--- src/include/arith_consts.svh ---
//~~~~~~~~~~~~~~~~~~~~~~~~~~~~~~~~~~~~~~~~~~~~~~~~~~~~~~~~~~
// Arithmetic unit constants
// Operand width and multiplier depth
//~~~~~~~~~~~~~~~~~~~~~~~~~~~~~~~~~~~~~~~~~~~~~~~~~~~~~~~~~~

`ifndef ARITH_CONSTS_SVH
`define ARITH_CONSTS_SVH

// Operand width in bits
`define ARITH_WIDTH 16
// Register stages that fix the multiply latency
`define ARITH_MUL_STAGES 2

`endif

--- src/design/arith_types_pkg.sv ---
//~~~~~~~~~~~~~~~~~~~~~~~~~~~~~~~~~~~~~~~~~~~~~~~~~~~~~~~~~~
// Arithmetic unit data types
//~~~~~~~~~~~~~~~~~~~~~~~~~~~~~~~~~~~~~~~~~~~~~~~~~~~~~~~~~~

`default_nettype none

`include "arith_consts.svh"

package arith_types_pkg;
  // Operand, quotient or remainder
  typedef logic [`ARITH_WIDTH-1:0] word_t;
  // Full product
  typedef logic [2*`ARITH_WIDTH-1:0] dword_t;
  // Divider quotient mask, one bit per iteration
  typedef logic [`ARITH_WIDTH-1:0] step_t;
endpackage

`default_nettype wire

--- src/design/arith_op_pkg.sv ---
//~~~~~~~~~~~~~~~~~~~~~~~~~~~~~~~~~~~~~~~~~~~~~~~~~~~~~~~~~~
// Operation codes and decode helpers
//~~~~~~~~~~~~~~~~~~~~~~~~~~~~~~~~~~~~~~~~~~~~~~~~~~~~~~~~~~

`default_nettype none

package arith_op_pkg;
  typedef enum logic [1:0] {
    OP_MUL_U = 2'd0,
    OP_MUL_S = 2'd1,
    OP_DIV_U = 2'd2,
    OP_DIV_S = 2'd3
  } op_t;

  function automatic logic op_is_signed(op_t op);
    return (op == OP_MUL_S) || (op == OP_DIV_S);
  endfunction

  function automatic logic op_is_div(op_t op);
    return (op == OP_DIV_U) || (op == OP_DIV_S);
  endfunction
endpackage

`default_nettype wire

--- src/design/div_if.sv ---
//~~~~~~~~~~~~~~~~~~~~~~~~~~~~~~~~~~~~~~~~~~~~~~~~~~~~~~~~~~
// Divider link between the signed wrapper and the core
//~~~~~~~~~~~~~~~~~~~~~~~~~~~~~~~~~~~~~~~~~~~~~~~~~~~~~~~~~~

`timescale 1ns/1ns
`default_nettype none

interface div_if;
  // Request taken by the core only while busy is low
  logic                  start;
  arith_types_pkg::word_t dividend;
  arith_types_pkg::word_t divisor;

  // Results hold from done until the next accepted start
  logic                  busy;
  logic                  done;
  arith_types_pkg::word_t quotient;
  arith_types_pkg::word_t remainder;

  modport client (
    output start, dividend, divisor,
    input  busy, done, quotient, remainder
  );

  modport core (
    input  start, dividend, divisor,
    output busy, done, quotient, remainder
  );
endinterface

`default_nettype wire

--- src/design/mult_pipe.sv ---
//~~~~~~~~~~~~~~~~~~~~~~~~~~~~~~~~~~~~~~~~~~~~~~~~~~~~~~~~~~
// Two-stage multiplier, signed or unsigned per request
// Full double-width product, one new request per cycle
//~~~~~~~~~~~~~~~~~~~~~~~~~~~~~~~~~~~~~~~~~~~~~~~~~~~~~~~~~~

`timescale 1ns/1ns
`default_nettype none

`include "arith_consts.svh"

module mult_pipe (
  input  logic                   clk,
  input  logic                   reset,
  input  logic                   go,
  input  logic                   is_signed,
  input  arith_types_pkg::word_t left,
  input  arith_types_pkg::word_t right,
  output logic                   done,
  output arith_types_pkg::dword_t product
);

  localparam int W = `ARITH_WIDTH;
  localparam int STAGES = `ARITH_MUL_STAGES;

  // One valid bit per register stage
  logic [STAGES-1:0]       valid;
  arith_types_pkg::dword_t left_ext;
  arith_types_pkg::dword_t right_ext;

  always_ff @(posedge clk) begin
    if (reset) begin
      valid <= '0;
    end else begin
      valid <= {valid[STAGES-2:0], go};
    end
  end

  // Stage one widens the operands so one multiplier covers both signednesses
  always_ff @(posedge clk) begin
    if (go) begin
      left_ext  <= is_signed ? {{W{left[W-1]}}, left} : {{W{1'b0}}, left};
      right_ext <= is_signed ? {{W{right[W-1]}}, right} : {{W{1'b0}}, right};
    end
  end

  // The low half of the wide product is exact in both modes
  always_ff @(posedge clk) begin
    if (valid[0]) begin
      product <= left_ext * right_ext;
    end
  end

  assign done = valid[STAGES-1];

endmodule

`default_nettype wire

--- src/design/div_core.sv ---
//~~~~~~~~~~~~~~~~~~~~~~~~~~~~~~~~~~~~~~~~~~~~~~~~~~~~~~~~~~
// Unsigned shift-subtract divider, one quotient bit per cycle
// Owns the busy flag and ignores start while busy
//~~~~~~~~~~~~~~~~~~~~~~~~~~~~~~~~~~~~~~~~~~~~~~~~~~~~~~~~~~

`timescale 1ns/1ns
`default_nettype none

`include "arith_consts.svh"

module div_core (
  input logic clk,
  input logic reset,
  div_if.core bus
);

  localparam int W = `ARITH_WIDTH;

  logic                   busy;
  logic                   accept;
  logic                   zero_dividend;
  logic                   finished;
  logic                   fits;

  // Partial remainder, divisor aligned under it, quotient and its mask
  arith_types_pkg::word_t dividend;
  logic [2*W-2:0]         divisor;
  arith_types_pkg::word_t quot;
  arith_types_pkg::step_t mask;

  assign accept        = bus.start && !busy;
  assign zero_dividend = accept && (bus.dividend == '0);
  assign finished      = busy && (mask == '0);
  assign fits          = divisor <= {{(W-1){1'b0}}, dividend};

  always_ff @(posedge clk) begin
    if (reset) begin
      busy     <= 1'b0;
      bus.done <= 1'b0;
    end else begin
      bus.done <= finished || zero_dividend;
      if (finished) begin
        busy <= 1'b0;
      end else if (accept && !zero_dividend) begin
        busy <= 1'b1;
      end
    end
  end

  // Iteration registers
  always_ff @(posedge clk) begin
    if (accept) begin
      dividend <= bus.dividend;
      divisor  <= {bus.divisor, {(W-1){1'b0}}};
      quot     <= '0;
      mask     <= {1'b1, {(W-1){1'b0}}};
    end else if (busy && (mask != '0)) begin
      if (fits) begin
        dividend <= dividend - divisor[W-1:0];
        quot     <= quot | mask;
      end
      divisor <= divisor >> 1;
      mask    <= mask >> 1;
    end
  end

  // Results cleared at start so a zero dividend reads back as zeros
  always_ff @(posedge clk) begin
    if (accept) begin
      bus.quotient  <= '0;
      bus.remainder <= '0;
    end else if (finished) begin
      bus.quotient  <= quot;
      bus.remainder <= dividend;
    end
  end

  assign bus.busy = busy;

endmodule

`default_nettype wire

--- src/design/div_signed.sv ---
//~~~~~~~~~~~~~~~~~~~~~~~~~~~~~~~~~~~~~~~~~~~~~~~~~~~~~~~~~~
// Signed or unsigned divide around the unsigned core
// Quotient truncates, remainder takes the divisor's sign
//~~~~~~~~~~~~~~~~~~~~~~~~~~~~~~~~~~~~~~~~~~~~~~~~~~~~~~~~~~

`timescale 1ns/1ns
`default_nettype none

`include "arith_consts.svh"

module div_signed (
  input  logic                   clk,
  input  logic                   reset,
  input  logic                   go,
  input  logic                   is_signed,
  input  arith_types_pkg::word_t left,
  input  arith_types_pkg::word_t right,
  output logic                   busy,
  output logic                   done,
  output arith_types_pkg::word_t quotient,
  output arith_types_pkg::word_t remainder
);

  localparam int W = `ARITH_WIDTH;

  div_if bus ();

  logic                   left_neg;
  logic                   right_neg;
  logic                   left_neg_q;
  logic                   right_neg_q;
  logic                   diff_signs;
  arith_types_pkg::word_t left_mag;
  arith_types_pkg::word_t right_mag;
  arith_types_pkg::word_t right_mag_q;
  arith_types_pkg::word_t rem_adj;

  // Unsigned requests never see a negative operand
  assign left_neg  = is_signed && left[W-1];
  assign right_neg = is_signed && right[W-1];
  assign left_mag  = left_neg ? -left : left;
  assign right_mag = right_neg ? -right : right;

  // Same acceptance the core applies, so signs match the running division
  always_ff @(posedge clk) begin
    if (reset) begin
      left_neg_q  <= 1'b0;
      right_neg_q <= 1'b0;
    end else if (go && !bus.busy) begin
      left_neg_q  <= left_neg;
      right_neg_q <= right_neg;
    end
  end

  always_ff @(posedge clk) begin
    if (go && !bus.busy) begin
      right_mag_q <= right_mag;
    end
  end

  assign bus.start    = go;
  assign bus.dividend = left_mag;
  assign bus.divisor  = right_mag;

  div_core core (
    .clk   (clk),
    .reset (reset),
    .bus   (bus)
  );

  assign diff_signs = left_neg_q ^ right_neg_q;
  assign quotient   = diff_signs ? -bus.quotient : bus.quotient;
  // Nonzero remainder with mixed signs wraps to the divisor side
  assign rem_adj    = (diff_signs && (bus.remainder != '0)) ?
                      right_mag_q - bus.remainder : bus.remainder;
  assign remainder  = right_neg_q ? -rem_adj : rem_adj;

  assign busy = bus.busy;
  assign done = bus.done;

endmodule

`default_nettype wire

--- src/design/arith_unit.sv ---
//~~~~~~~~~~~~~~~~~~~~~~~~~~~~~~~~~~~~~~~~~~~~~~~~~~~~~~~~~~
// Integer arithmetic unit, multiply and divide
// Routes each go strobe to the unit selected by op
//~~~~~~~~~~~~~~~~~~~~~~~~~~~~~~~~~~~~~~~~~~~~~~~~~~~~~~~~~~

`timescale 1ns/1ns
`default_nettype none

module arith_unit (
  input  logic                    clk,
  input  logic                    reset,
  input  logic                    go,
  input  arith_op_pkg::op_t       op,
  input  arith_types_pkg::word_t  left,
  input  arith_types_pkg::word_t  right,
  output logic                    mul_done,
  output arith_types_pkg::dword_t product,
  output logic                    div_busy,
  output logic                    div_done,
  output arith_types_pkg::word_t  quotient,
  output arith_types_pkg::word_t  remainder
);

  logic is_div;
  logic is_signed;
  logic mul_go;
  logic div_go;

  assign is_div    = arith_op_pkg::op_is_div(op);
  assign is_signed = arith_op_pkg::op_is_signed(op);
  assign mul_go    = go && !is_div;
  // Divider drops this itself while busy
  assign div_go    = go && is_div;

  mult_pipe u_mult (
    .clk       (clk),
    .reset     (reset),
    .go        (mul_go),
    .is_signed (is_signed),
    .left      (left),
    .right     (right),
    .done      (mul_done),
    .product   (product)
  );

  div_signed u_div (
    .clk       (clk),
    .reset     (reset),
    .go        (div_go),
    .is_signed (is_signed),
    .left      (left),
    .right     (right),
    .busy      (div_busy),
    .done      (div_done),
    .quotient  (quotient),
    .remainder (remainder)
  );

endmodule

`default_nettype wire

--- config.mk ---
export PLATFORM = sky130hd
export DESIGN_NAME = arith_unit
export DESIGN_NICKNAME = d
export VERILOG_FILES = /design/src/design/arith_types_pkg.sv /design/src/design/arith_op_pkg.sv /design/src/design/div_if.sv /design/src/design/mult_pipe.sv /design/src/design/div_core.sv /design/src/design/div_signed.sv /design/src/design/arith_unit.sv
export VERILOG_INCLUDE_DIRS = /design/src /design/src/include
export SDC_FILE = /design/constraint.sdc
export NUM_CORES = 1
export LEC_CHECK = 0
export BUFFER_PORTS_ARGS = -buffer_cell sky130_fd_sc_hd__buf_4
export CAP_MARGIN = 20
export CORE_MARGIN = 3
export CORE_UTILIZATION = 55
export CTS_CLUSTER_DIAMETER = 30
export DETAILED_ROUTE_END_ITERATION = 8
export HOLD_SLACK_MARGIN = 0.06
export MAX_ROUTING_LAYER = met4
export PLACE_DENSITY = 0.73
export RECOVER_POWER = 50
export SLEW_MARGIN = 5
export SYNTH_ARGS = -nofsm -noshare
export SYNTH_HDL_FRONTEND = slang
export SYNTH_SLANG_ARGS = --single-unit
--- constraint.sdc ---
create_clock -name clk -period 7.3 [get_ports clk]
set_clock_uncertainty 0.05 [all_clocks]
set_input_delay 1.46 -clock clk [delete_from_list [all_inputs] [get_ports clk]]
set_output_delay 1.46 -clock clk [all_outputs]
set_load 0.01 [all_outputs]
Word-level counts from Yosys, hierarchy flattened
Index checks and enable logic that the tools add are counted.
Word-level totals
  bits of input ports: 37
  output and inout bits: 67
  word-level logic and storage cells: 66
  register bits: 199
Cells by class
  mux-type cells: 10
  equal/unequal tests: 3
  bitwise operators: 2
  $lt $le $gt $ge: 1
  reduce and logical (&&, ||, !) cells: 25
  $add $sub $neg: 6
  multipliers: 1
Operator list (number)
  16-bit two-way mux: 8
  16-bit negation: 4
  31-bit two-way mux: 2
  16-bit logical NOT: 2
  17-bit by 17-bit multiplier with 32-bit output: 1
  16-bit nonzero test: 2
  16-bit subtractor: 2
  31-bit by 16-bit less-or-equal comparator with 1-bit output: 1
  16-bit bitwise OR: 1
  1-bit logical AND: 10
  2-bit equality test, second input constant: 2
  2-bit AND reduction: 2
  2-bit nonzero test: 2
  1-bit logical NOT: 3
  1-bit logical OR: 3
  2-bit by 1-bit equality test with 1-bit output, second input constant: 1
  2-bit OR reduction: 1
  1-bit bitwise XOR: 1

Depth between registers and ports, before layout
Gate-level depths: netlist (run 1).
  word-level depth: 8
  gate-level depth with buffers: 25
  depth with buffers taken out: 24

Cells and area by module
From an unflattened synthesis (run 1), not the netlist that was laid out.
Unflattened totals
  cells, all modules: 2199
  area, all modules: 20898.8 µm²
Modules (own cells, without submodules)
  mult_pipe: cells each 1236, seq. area each 2021.9 µm², area each 12594.6 µm², times used 1
  div_core: cells each 575, seq. area each 2582.5 µm², area each 5365.1 µm², times used 1
  div_signed: cells each 385, seq. area each 520.5 µm², area each 2919.0 µm², times used 1
  arith_unit: cells each 3, seq. area each 0.0 µm², area each 20.0 µm², times used 1

Least setup slack after synthesis (run 1)
Ideal clock, no wire load.
  path kind: register -> register
  from: register u_mult.right_ext[2]
  to: register u_mult.product[31] (data pin)
  data required time: 6990 ps
  library setup time: 260 ps
  buffers on the path: 1
  setup slack: 858 ps
  clock period less this slack: 6442 ps
  data arrival time: 6132 ps
  cell stages (with the launch flop): 25
  cell sequence: edfxtp_1 > clkbuf_1 > nand2_1 > inv_1 > fa_1 > inv_1 > fa_1 > inv_1 > fa_1 > fa_1 > fa_1 > inv_1 > fa_1 > inv_1 > ha_1 > a21o_1 > a21o_1 > a21o_1 > a21oi_1 > o21bai_1 > a211oi_1 > a21oi_1 > a211o_1 > a21oi_1 > xnor2_1
On the way
  longest elaborated chain between the ends: 1
RTL lines
  start, declared: RTL line mult_pipe.sv:28  | arith_types_pkg::dword_t right_ext;
  start signal, assigned: RTL line mult_pipe.sv:42  | right_ext <= is_signed ? {{W{right[W-1]}}, right} : {{W{1'b0}}, right};
  17-bit by 17-bit multiplier with 32-bit output: RTL line mult_pipe.sv:49  | product <= left_ext * right_ext;
  end signal, assigned: RTL line mult_pipe.sv:49
  end, declared: RTL line mult_pipe.sv:19  | output arith_types_pkg::dword_t product
No other way between the ends.
A chain may end at the register's enable or synchronous reset.

Worst setup path in the final report (run 1)
  from: register u_mult.right_ext[3]
  to: register u_mult.product[31] (data pin)
Same word-level chain as after synthesis.

==> impl_metrics.py, run 1 <==
metrics = {
    "setup_path": {
        "crit_fanout": 17,
        "required_ns": 7.46,
        "rr_startpoint": "u_mult.right_ext[3]",
        "worst_r2r_path_depth": 23,
        "criticalPathCategory": "flip-flop to flip-flop",
        "reg2reg_to": "u_mult.product[31]",
        "endpoint_kind": "flip-flop",
        "rrSetupSlack_ns": 0.42,
        "cp_data_arrival_time_ns": 7.04,
        "cp-start-kind": "flip-flop",
    },
    "clock_tree": {
        "cts_tree": "yes",
        "cts_made_buffers": 17,
        "clkTransAtPathRegs_ns": 0.09,
        "clk-insertion-delay-late_ns": 0.46,
        "cts.path.max_buffers": 2,
        "clkSinkCount": 199,
        "htree_levels": 4,
        "clockRootBuffer": "clkbuf_16",
    },
    "sta": {
        "worst_slew_pin_slew_ns": 3.30,
        "final_hold_viol_count": 0,
        "rsz0062_at_grt": "no",
        "holdWs_ns": 0.410,
        "finalSetupTns_ns": 0,
        "final.period_utilization_pct": 94.3,
        "setup_viol": 0,
        "fin_ws_ns": 0.419,
        "max_freq_mhz": 145,
        "fin_crit_ns": 6.88,
        "slew_viol_final": 110,
        "max_slew_margin_pct": -121,
    },
    "route": {
        "drt-initial-drc-count": 974,
        "vias": 15258,
        "detail-route-antenna-nets": 0,
        "wirelength_um": 51200,
        "routedWlPerCell_um": 18.5,
        "route.detailed.drc": 0,
        "vias_per_cell": 5.53,
        "first_pass_iters": 5,
    },
    "cells_and_area": {
        "layout-drive-gt1-share_pct": 4.98,
        "finish.net_count": 2732,
        "syn2layout_area_growth_pct": 8.26,
    },
    "floorplanning": {
        "die_area_um2": 39700,
        "initial_core_util_pct": 56.0,
        "rows": 70,
        "pin_count": 104,
        "die_h_um": 199,
        "core_area_um2": 36700,
        "die_w_um": 199,
    },
    "yosys": {
        "yosys_warnings": 0,
        "synth_cell_types": 72,
        "synth_flop_cell": "edfxtp_1",
        "synthCells": 2199,
        "synth_fp_nets": 2653,
        "synth_edf_count": 114,
        "synth_top_area_cell": "fa_1",
        "seq_area_frac_synth_pct": 24.9,
        "ys_seq_elements": 199,
        "synth_top_area_share_pct": 27.7,
        "synthTopCellsByArea": "fa_1, edfxtp_1, dfxtp_1",
        "synth_area_um2": 20600,
        "ys_async_sr_fraction_pct": 0,
        "avgSynthCellArea_um2": 9.35,
    },
    "run": {
        "max_cap_viol_count": 3,
    },
    "grt": {
        "antenna_found_initial": 1,
        "overflow": 0,
        "grt_pass1_vias": 15610,
        "grt.total_usage_pct": 27.5,
        "grt_pass1_wl_um": 82600,
        "grt_max_degree": 79,
    },
    "min_path": {
        "hold_path_depth": 2,
        "worstHoldEndpoint": "u_div.core.bus.quotient[9]",
        "min_path_type": "flip-flop to flip-flop",
        "min-delay-start": "u_div.core.quot[9]",
    },
    "status": {
        "failed_checks": "max-capacitance violations, max-slew violations",
        "status": "finished with violations",
    },
    "placement": {
        "dp_hpwl_um": 40900,
        "portBuffers": 103,
        "pre_cts_ws_ns": 0.359,
        "place_congestion": 0.933,
    },
}
## placed cells by master (no fill, tap or decap), types with 15 or more instances in the layout
cell type,instances
o31ai_1,24
edfxtp_1,114
fa_1,284
xnor2_1,63
nand3_1,19
clkbuf_16,17
ha_1,133
xor2_1,47
nand2_1,305
inv_1,382
a21oi_1,125
nor3_1,21
nor2_1,83
and2_1,144
nor4_1,16
a21o_1,22
o21ai_0,61
a22o_1,15
buf_4,62
clkbuf_1,72
nor2b_1,22
dfxtp_1,85
nand2b_1,16
## final cells by class
| cell class | instances | area (µm²) |
|---|---|---|
| fillers | 3154 | 14400 |
| multi-input cells | 1536 | 13700 |
| flip-flops and latches | 199 | 5120 |
| inverters | 385 | 1450 |
| repair buffers | 139 | 826 |
| well taps | 468 | 586 |
| clock buffers | 17 | 425 |
| clock inverters | 14 | 166 |
| diodes | 1 | 2.50 |
## worst max-delay path, stage by stage, from the launching register on
cell and delay, ns:
edfxtp_1 0.67, nand2_1 0.21, inv_1 0.08, fa_1 0.64, inv_1 0.16, fa_1 0.55
inv_1 0.05, fa_1 0.52, fa_1 0.44, fa_1 0.55, inv_1 0.06, fa_1 0.52
inv_1 0.04, ha_1 0.35, a21o_1 0.20, a21o_1 0.18, a21o_1 0.17, a21oi_1 0.14
o21bai_1 0.08, a211oi_1 0.23, a21oi_1 0.19, a211o_1 0.30, a21oi_1 0.17, xnor2_1 0.08
## synth_stat cells, drive strengths merged, types with 3 or more instances
cell type and n:
xor2 47, o21ai 64, nor2 84, nand3b 7
clkbuf 68, ha 133, edfxtp 114, nand2 305
a21oi 126, o31ai 25, nand3 19, buf 11
a22o 15, nand4 8, fa 284, o21bai 9
inv 383, nor3 23, nor4 16, and3 12
a31oi 5, or2 5, and2 148, nor3b 4
a21o 23, xnor2 64, nor2b 22, o21a 10
or3 7, dfxtp 85, nand2b 16, o311ai 3
o31a 4, a211oi 10, or4 4, mux2i 5
## layer usage
| layer | global-route usage, % | vias to the layer above | part of all wire, % |
|---|---|---|---|
| met5 | - | - | 0 |
| met4 | 7.52 | 0 | 2.6 |
| met3 | 5.95 | 79 | 7.0 |
| met2 | 41.8 | 443 | 46 |
| met1 | 37.8 | 7589 | 45 |
| li1 | - | 7147 | - |
## registers in the layout, indices dropped and copies added, names as in the netlist, 17 cells and up
register and count:
u_mult.product 32, u_mult.right_ext 17, u_mult.left_ext 17, u_div.core.divisor 31
## through the flow
stage          instances  instance area, µm²  utilization [%]
3_5_place_dp        2723               21900             59.6
6_report            2759               22300             60.6
3_3_place_gp        2723               21900             59.6
2_1_floorplan       2199               20600                -
4_1_cts             2754               22400             61.2
5_1_grt             2759               22300             60.6
## worst max-delay path by stage
stage / start / endpoint / slack [ns] / cells past startpoint
3_5_place_dp: u_mult.right_ext[2] / u_mult.product[31] / 0.36 / 23
4_1_cts: u_mult.right_ext[2] / u_mult.product[31] / 0.34 / 23
5_1_grt: u_mult.right_ext[3] / u_mult.product[31] / 0.04 / 23
6_report: u_mult.right_ext[3] / u_mult.product[31] / 0.42 / 23
2_1_floorplan: u_mult.right_ext[2] / u_mult.product[31] / 0.86 / 24
3_3_place_gp: u_mult.right_ext[2] / u_mult.product[31] / 0.39 / 23
## cell families (layout without fill, tap and decap cells)
| logic type | count (synthesis) | in the layout | synth area share (%) |
|---|---|---|---|
| and+or+nand+nor | 685 | 685 | 16.1 |
| buffers and inverters | 464 | 555 | 8.54 |
| DFF | 199 | 199 | 24.9 |
| AOI/OAI and AO/OA | 318 | 318 | 9.64 |
| adders and majority gates | 417 | 417 | 35.8 |
| other | 0 | 1 | 0 |
| muxes | 5 | 5 | 0.243 |
| xor gates and xnor gates | 111 | 111 | 4.77 |
## repair_timing
| item | 4_1_cts | 5_1_grt |
|---|---|---|
| setup buffers | 0 | 1 |
| gates resized for setup | 0 | 0 |
| endpoints found under the setup margin | 0 | 2 |
| hold buffers | 0 | 0 |
Power of run 1 is left out: the tool's default activity adds up to more than one toggle a clock period on the data nets, which glitch-free logic cannot reach.
==> inputs of run 2 (changes only) <==
--- a/config.mk
+++ b/config.mk
@@ -19,4 +19,5 @@
 export SLEW_MARGIN = 5
 export SYNTH_ARGS = -nofsm -noshare
 export SYNTH_HDL_FRONTEND = slang
+export SYNTH_HIERARCHICAL = 1
 export SYNTH_SLANG_ARGS = --single-unit
==> run 2 against run 1 <==
  * The flow still finishes with violations (max-capacitance violations, max-slew violations)
  * Sequential cell count unchanged
  * Final cell count increased by 0.33%
  * Synthesized cell count unchanged
  * Via count decreased by 0.25%
  * Global-route usage decreased by 1.7 points
  * Count of clock-buffer cells in the layout unchanged
  * Non-clock buffer count decreased by 28
  * Sequential share of layout area decreased by 0.22 points
  * Synthesized area increased by 1.7%
  * Design area increased by 0.96%
  * Register-to-register slack improved by 0.31 ns
  * Worst setup slack improved by 0.31 ns
  * Critical path type unchanged
==> impl_metrics.py, run 2 <==
metrics = {
    "status": {
        "status": "finished with violations",
        "failed_checks": "max-capacitance violations, max-slew violations",
    },
    "placement": {
        "portBuffers": 103,
        "dp_hpwl_um": 38600,
        "place_congestion": 0.929,
    },
    "cells_and_area": {
        "layout-drive-gt1-share_pct": 5.52,
        "largest_reg_flops": 32,
        "regMostFlops": "u_mult/product",
        "diodes": 0,
        "mostFrequentLayoutCell": "inv_1",
        "final_cell_mix": "inv_1, fa_1, nand2_1",
        "top_regs": "u_mult/product (32), u_div/core/divisor (31)",
        "syn2layout_area_growth_pct": 7.50,
        "finish.net_count": 2704,
        "fillerInstances": 3158,
    },
    "route": {
        "first_pass_iters": 5,
        "routedWlPerCell_um": 17.7,
        "vias": 15220,
        "vias_per_cell": 5.50,
        "drt-initial-drc-count": 986,
        "wirelength_um": 49000,
        "route.detailed.drc": 0,
        "detail-route-antenna-nets": 0,
    },
    "min_path": {
        "min-delay-start": "u_div/core/mask[9]",
        "min_path_type": "flip-flop to flip-flop",
    },
    "clock_tree": {
        "cts_tree": "yes",
        "ctsHoldBuffers": 0,
        "clkTransAtPathRegs_ns": 0.09,
        "post_cts_buffers": 0,
        "clkSinkCount": 199,
        "cts.path.max_buffers": 2,
        "cts_resized": 0,
        "clk-insertion-delay-late_ns": 0.45,
        "clockRootBuffer": "clkbuf_16",
        "cts_made_buffers": 17,
        "htree_levels": 4,
    },
    "yosys": {
        "synth_top_area_share_pct": 27.2,
        "synth_edf_count": 114,
        "synthTopCellsByCount": "inv_1, fa_1, nand2_1",
        "synthCells": 2199,
        "synth_top_area_cell": "fa_1",
        "avgSynthCellArea_um2": 9.50,
        "synth_area_um2": 20900,
        "yosysMostFrequentCell": "inv_1",
        "seq_area_frac_synth_pct": 24.5,
        "yosys_warnings": 6,
        "synth_fp_nets": 2652,
        "synthTopCellsByArea": "fa_1, edfxtp_1, dfxtp_1",
        "synth_flop_cell": "edfxtp_1",
        "ys_async_sr_fraction_pct": 0,
        "synth_cell_types": 84,
        "ys_seq_elements": 199,
    },
    "sta": {
        "max_slew_margin_pct": -150,
        "fin_crit_ns": 6.57,
        "max_freq_mhz": 152,
        "rsz0062_at_grt": "no",
        "setup_viol": 0,
        "finalSetupTns_ns": 0,
        "final_hold_viol_count": 0,
        "slew_viol_final": 116,
        "final.period_utilization_pct": 90.0,
        "worst_slew_pin_slew_ns": 3.75,
    },
    "grt": {
        "grt.total_usage_pct": 25.8,
        "grt_pass1_vias": 15951,
        "overflow": 0,
        "antenna_found_initial": 0,
        "grt_pass1_wl_um": 82100,
        "grt_max_degree": 82,
    },
    "setup_path": {
        "rrSetupSlack_ns": 0.73,
        "endpoint_kind": "flip-flop",
        "cp-startpoint": "u_mult/right_ext[2]",
        "crit_fanout": 17,
        "criticalPathCategory": "flip-flop to flip-flop",
        "rr_startpoint": "u_mult/right_ext[2]",
        "cp_common_cell": "fa_1",
        "crit_slowest_cell": "fa_1",
        "critPathMaxStageDelay_ns": 0.69,
        "required_ns": 7.46,
        "path_cells": "nand2_1 > inv_1 > fa_1 > inv_1 > fa_1 > inv_1 > fa_1 > fa_1 > fa_1 > inv_1 > fa_1 > inv_1 > ha_1 > a21oi_1 > nand2_1 > a221o_1 > a21oi_1 > o31ai_2 > a211oi_2 > a21oi_2 > xnor2_1",
        "cp-start-kind": "flip-flop",
        "cp_data_arrival_time_ns": 6.73,
    },
    "floorplanning": {
        "rows": 70,
        "initial_core_util_pct": 56.4,
        "die_area_um2": 40400,
        "die_w_um": 201,
        "die_h_um": 201,
        "core_area_um2": 37000,
        "pin_count": 104,
    },
    "run": {
        "max_cap_viol_count": 2,
    },
}
==> run 2: changes by cell type after synthesis, moves of 10 or more <==
cell | before | now
o211ai_1 | 1 | 11
nand2_1 | 305 | 256
a21oi_1 | 125 | 84
mux2i_1 | 5 | 17
nor2b_1 | 22 | 6
nor2_1 | 83 | 119
o21ai_1 | 3 | 31
xnor2_1 | 63 | 74
==> run 2: logic make-up after synthesis <==
kind of cell               after synthesis  share of synthesized area, %
DFF                                    199                          24.5
xor gates and xnor gates               116                          4.93
muxes                                   18                         0.868
and+or+nand+nor                        653                          15.2
buffers and inverters                  461                          8.47
AOI/OAI and AO/OA                      336                          10.9
adders and majority gates              416                          35.1
==> run 2: metrics by stage <==
step | cells | setup WS [ns] | area [µm²] | hold WS [ns] | util, %
finish | 2768 | 0.731 | 22500 | 0.428 | 60.6
global route | 2768 | 0.393 | 22500 | 0.453 | 60.6
CTS | 2767 | 0.716 | 22700 | 0.428 | 61.2
detailed placement | 2735 | 0.717 | 22100 | 0.416 | 59.5
global placement | 2735 | 0.904 | 22100 | 0.409 | 59.5
floorplan | 2199 | 1.24 | 20900 | 0.388 | -
==> run 2: area by class of cell <==
class	instances	area (µm²)	share of cell area (%)
well taps	504	631	2.81
repair buffers	111	628	2.80
clock inverters	15	189	0.841
flip-flops and latches	199	5120	22.8
clock buffers	17	425	1.89
multi-input cells	1539	14000	62.5
inverters	383	1440	6.40
==> run 2: critical path: cells and delay by family (launching register included) <==
family / cells / cell delay (ns)
flops: 1 / 0.63
buf+inv: 5 / 0.38
fa+ha+maj: 7 / 3.48
xor+xnor: 1 / 0.13
simple gates: 2 / 0.30
compound gates: 6 / 1.35
==> run 2: layer usage <==
layer | track usage (%) | wire length, µm | up-vias
li1 | - | - | 7162
met1 | 33.4 | 21400 | 7591
met2 | 43.5 | 24500 | 409
met3 | 2.84 | 2070 | 58
met4 | 7.05 | 1060 | 0
met5 | - | 0 | -
==> run 2: final timing paths <==
| check | to | depth (start not counted) |
|---|---|---|
| max | u_mult/product[31] | 21 |
| min | u_div/core/mask[8] | 2 |
| max reg2reg | u_mult/product[31] | 21 |
| min reg2reg | u_div/core/mask[8] | 2 |
Power of run 2 is left out for the same reason.
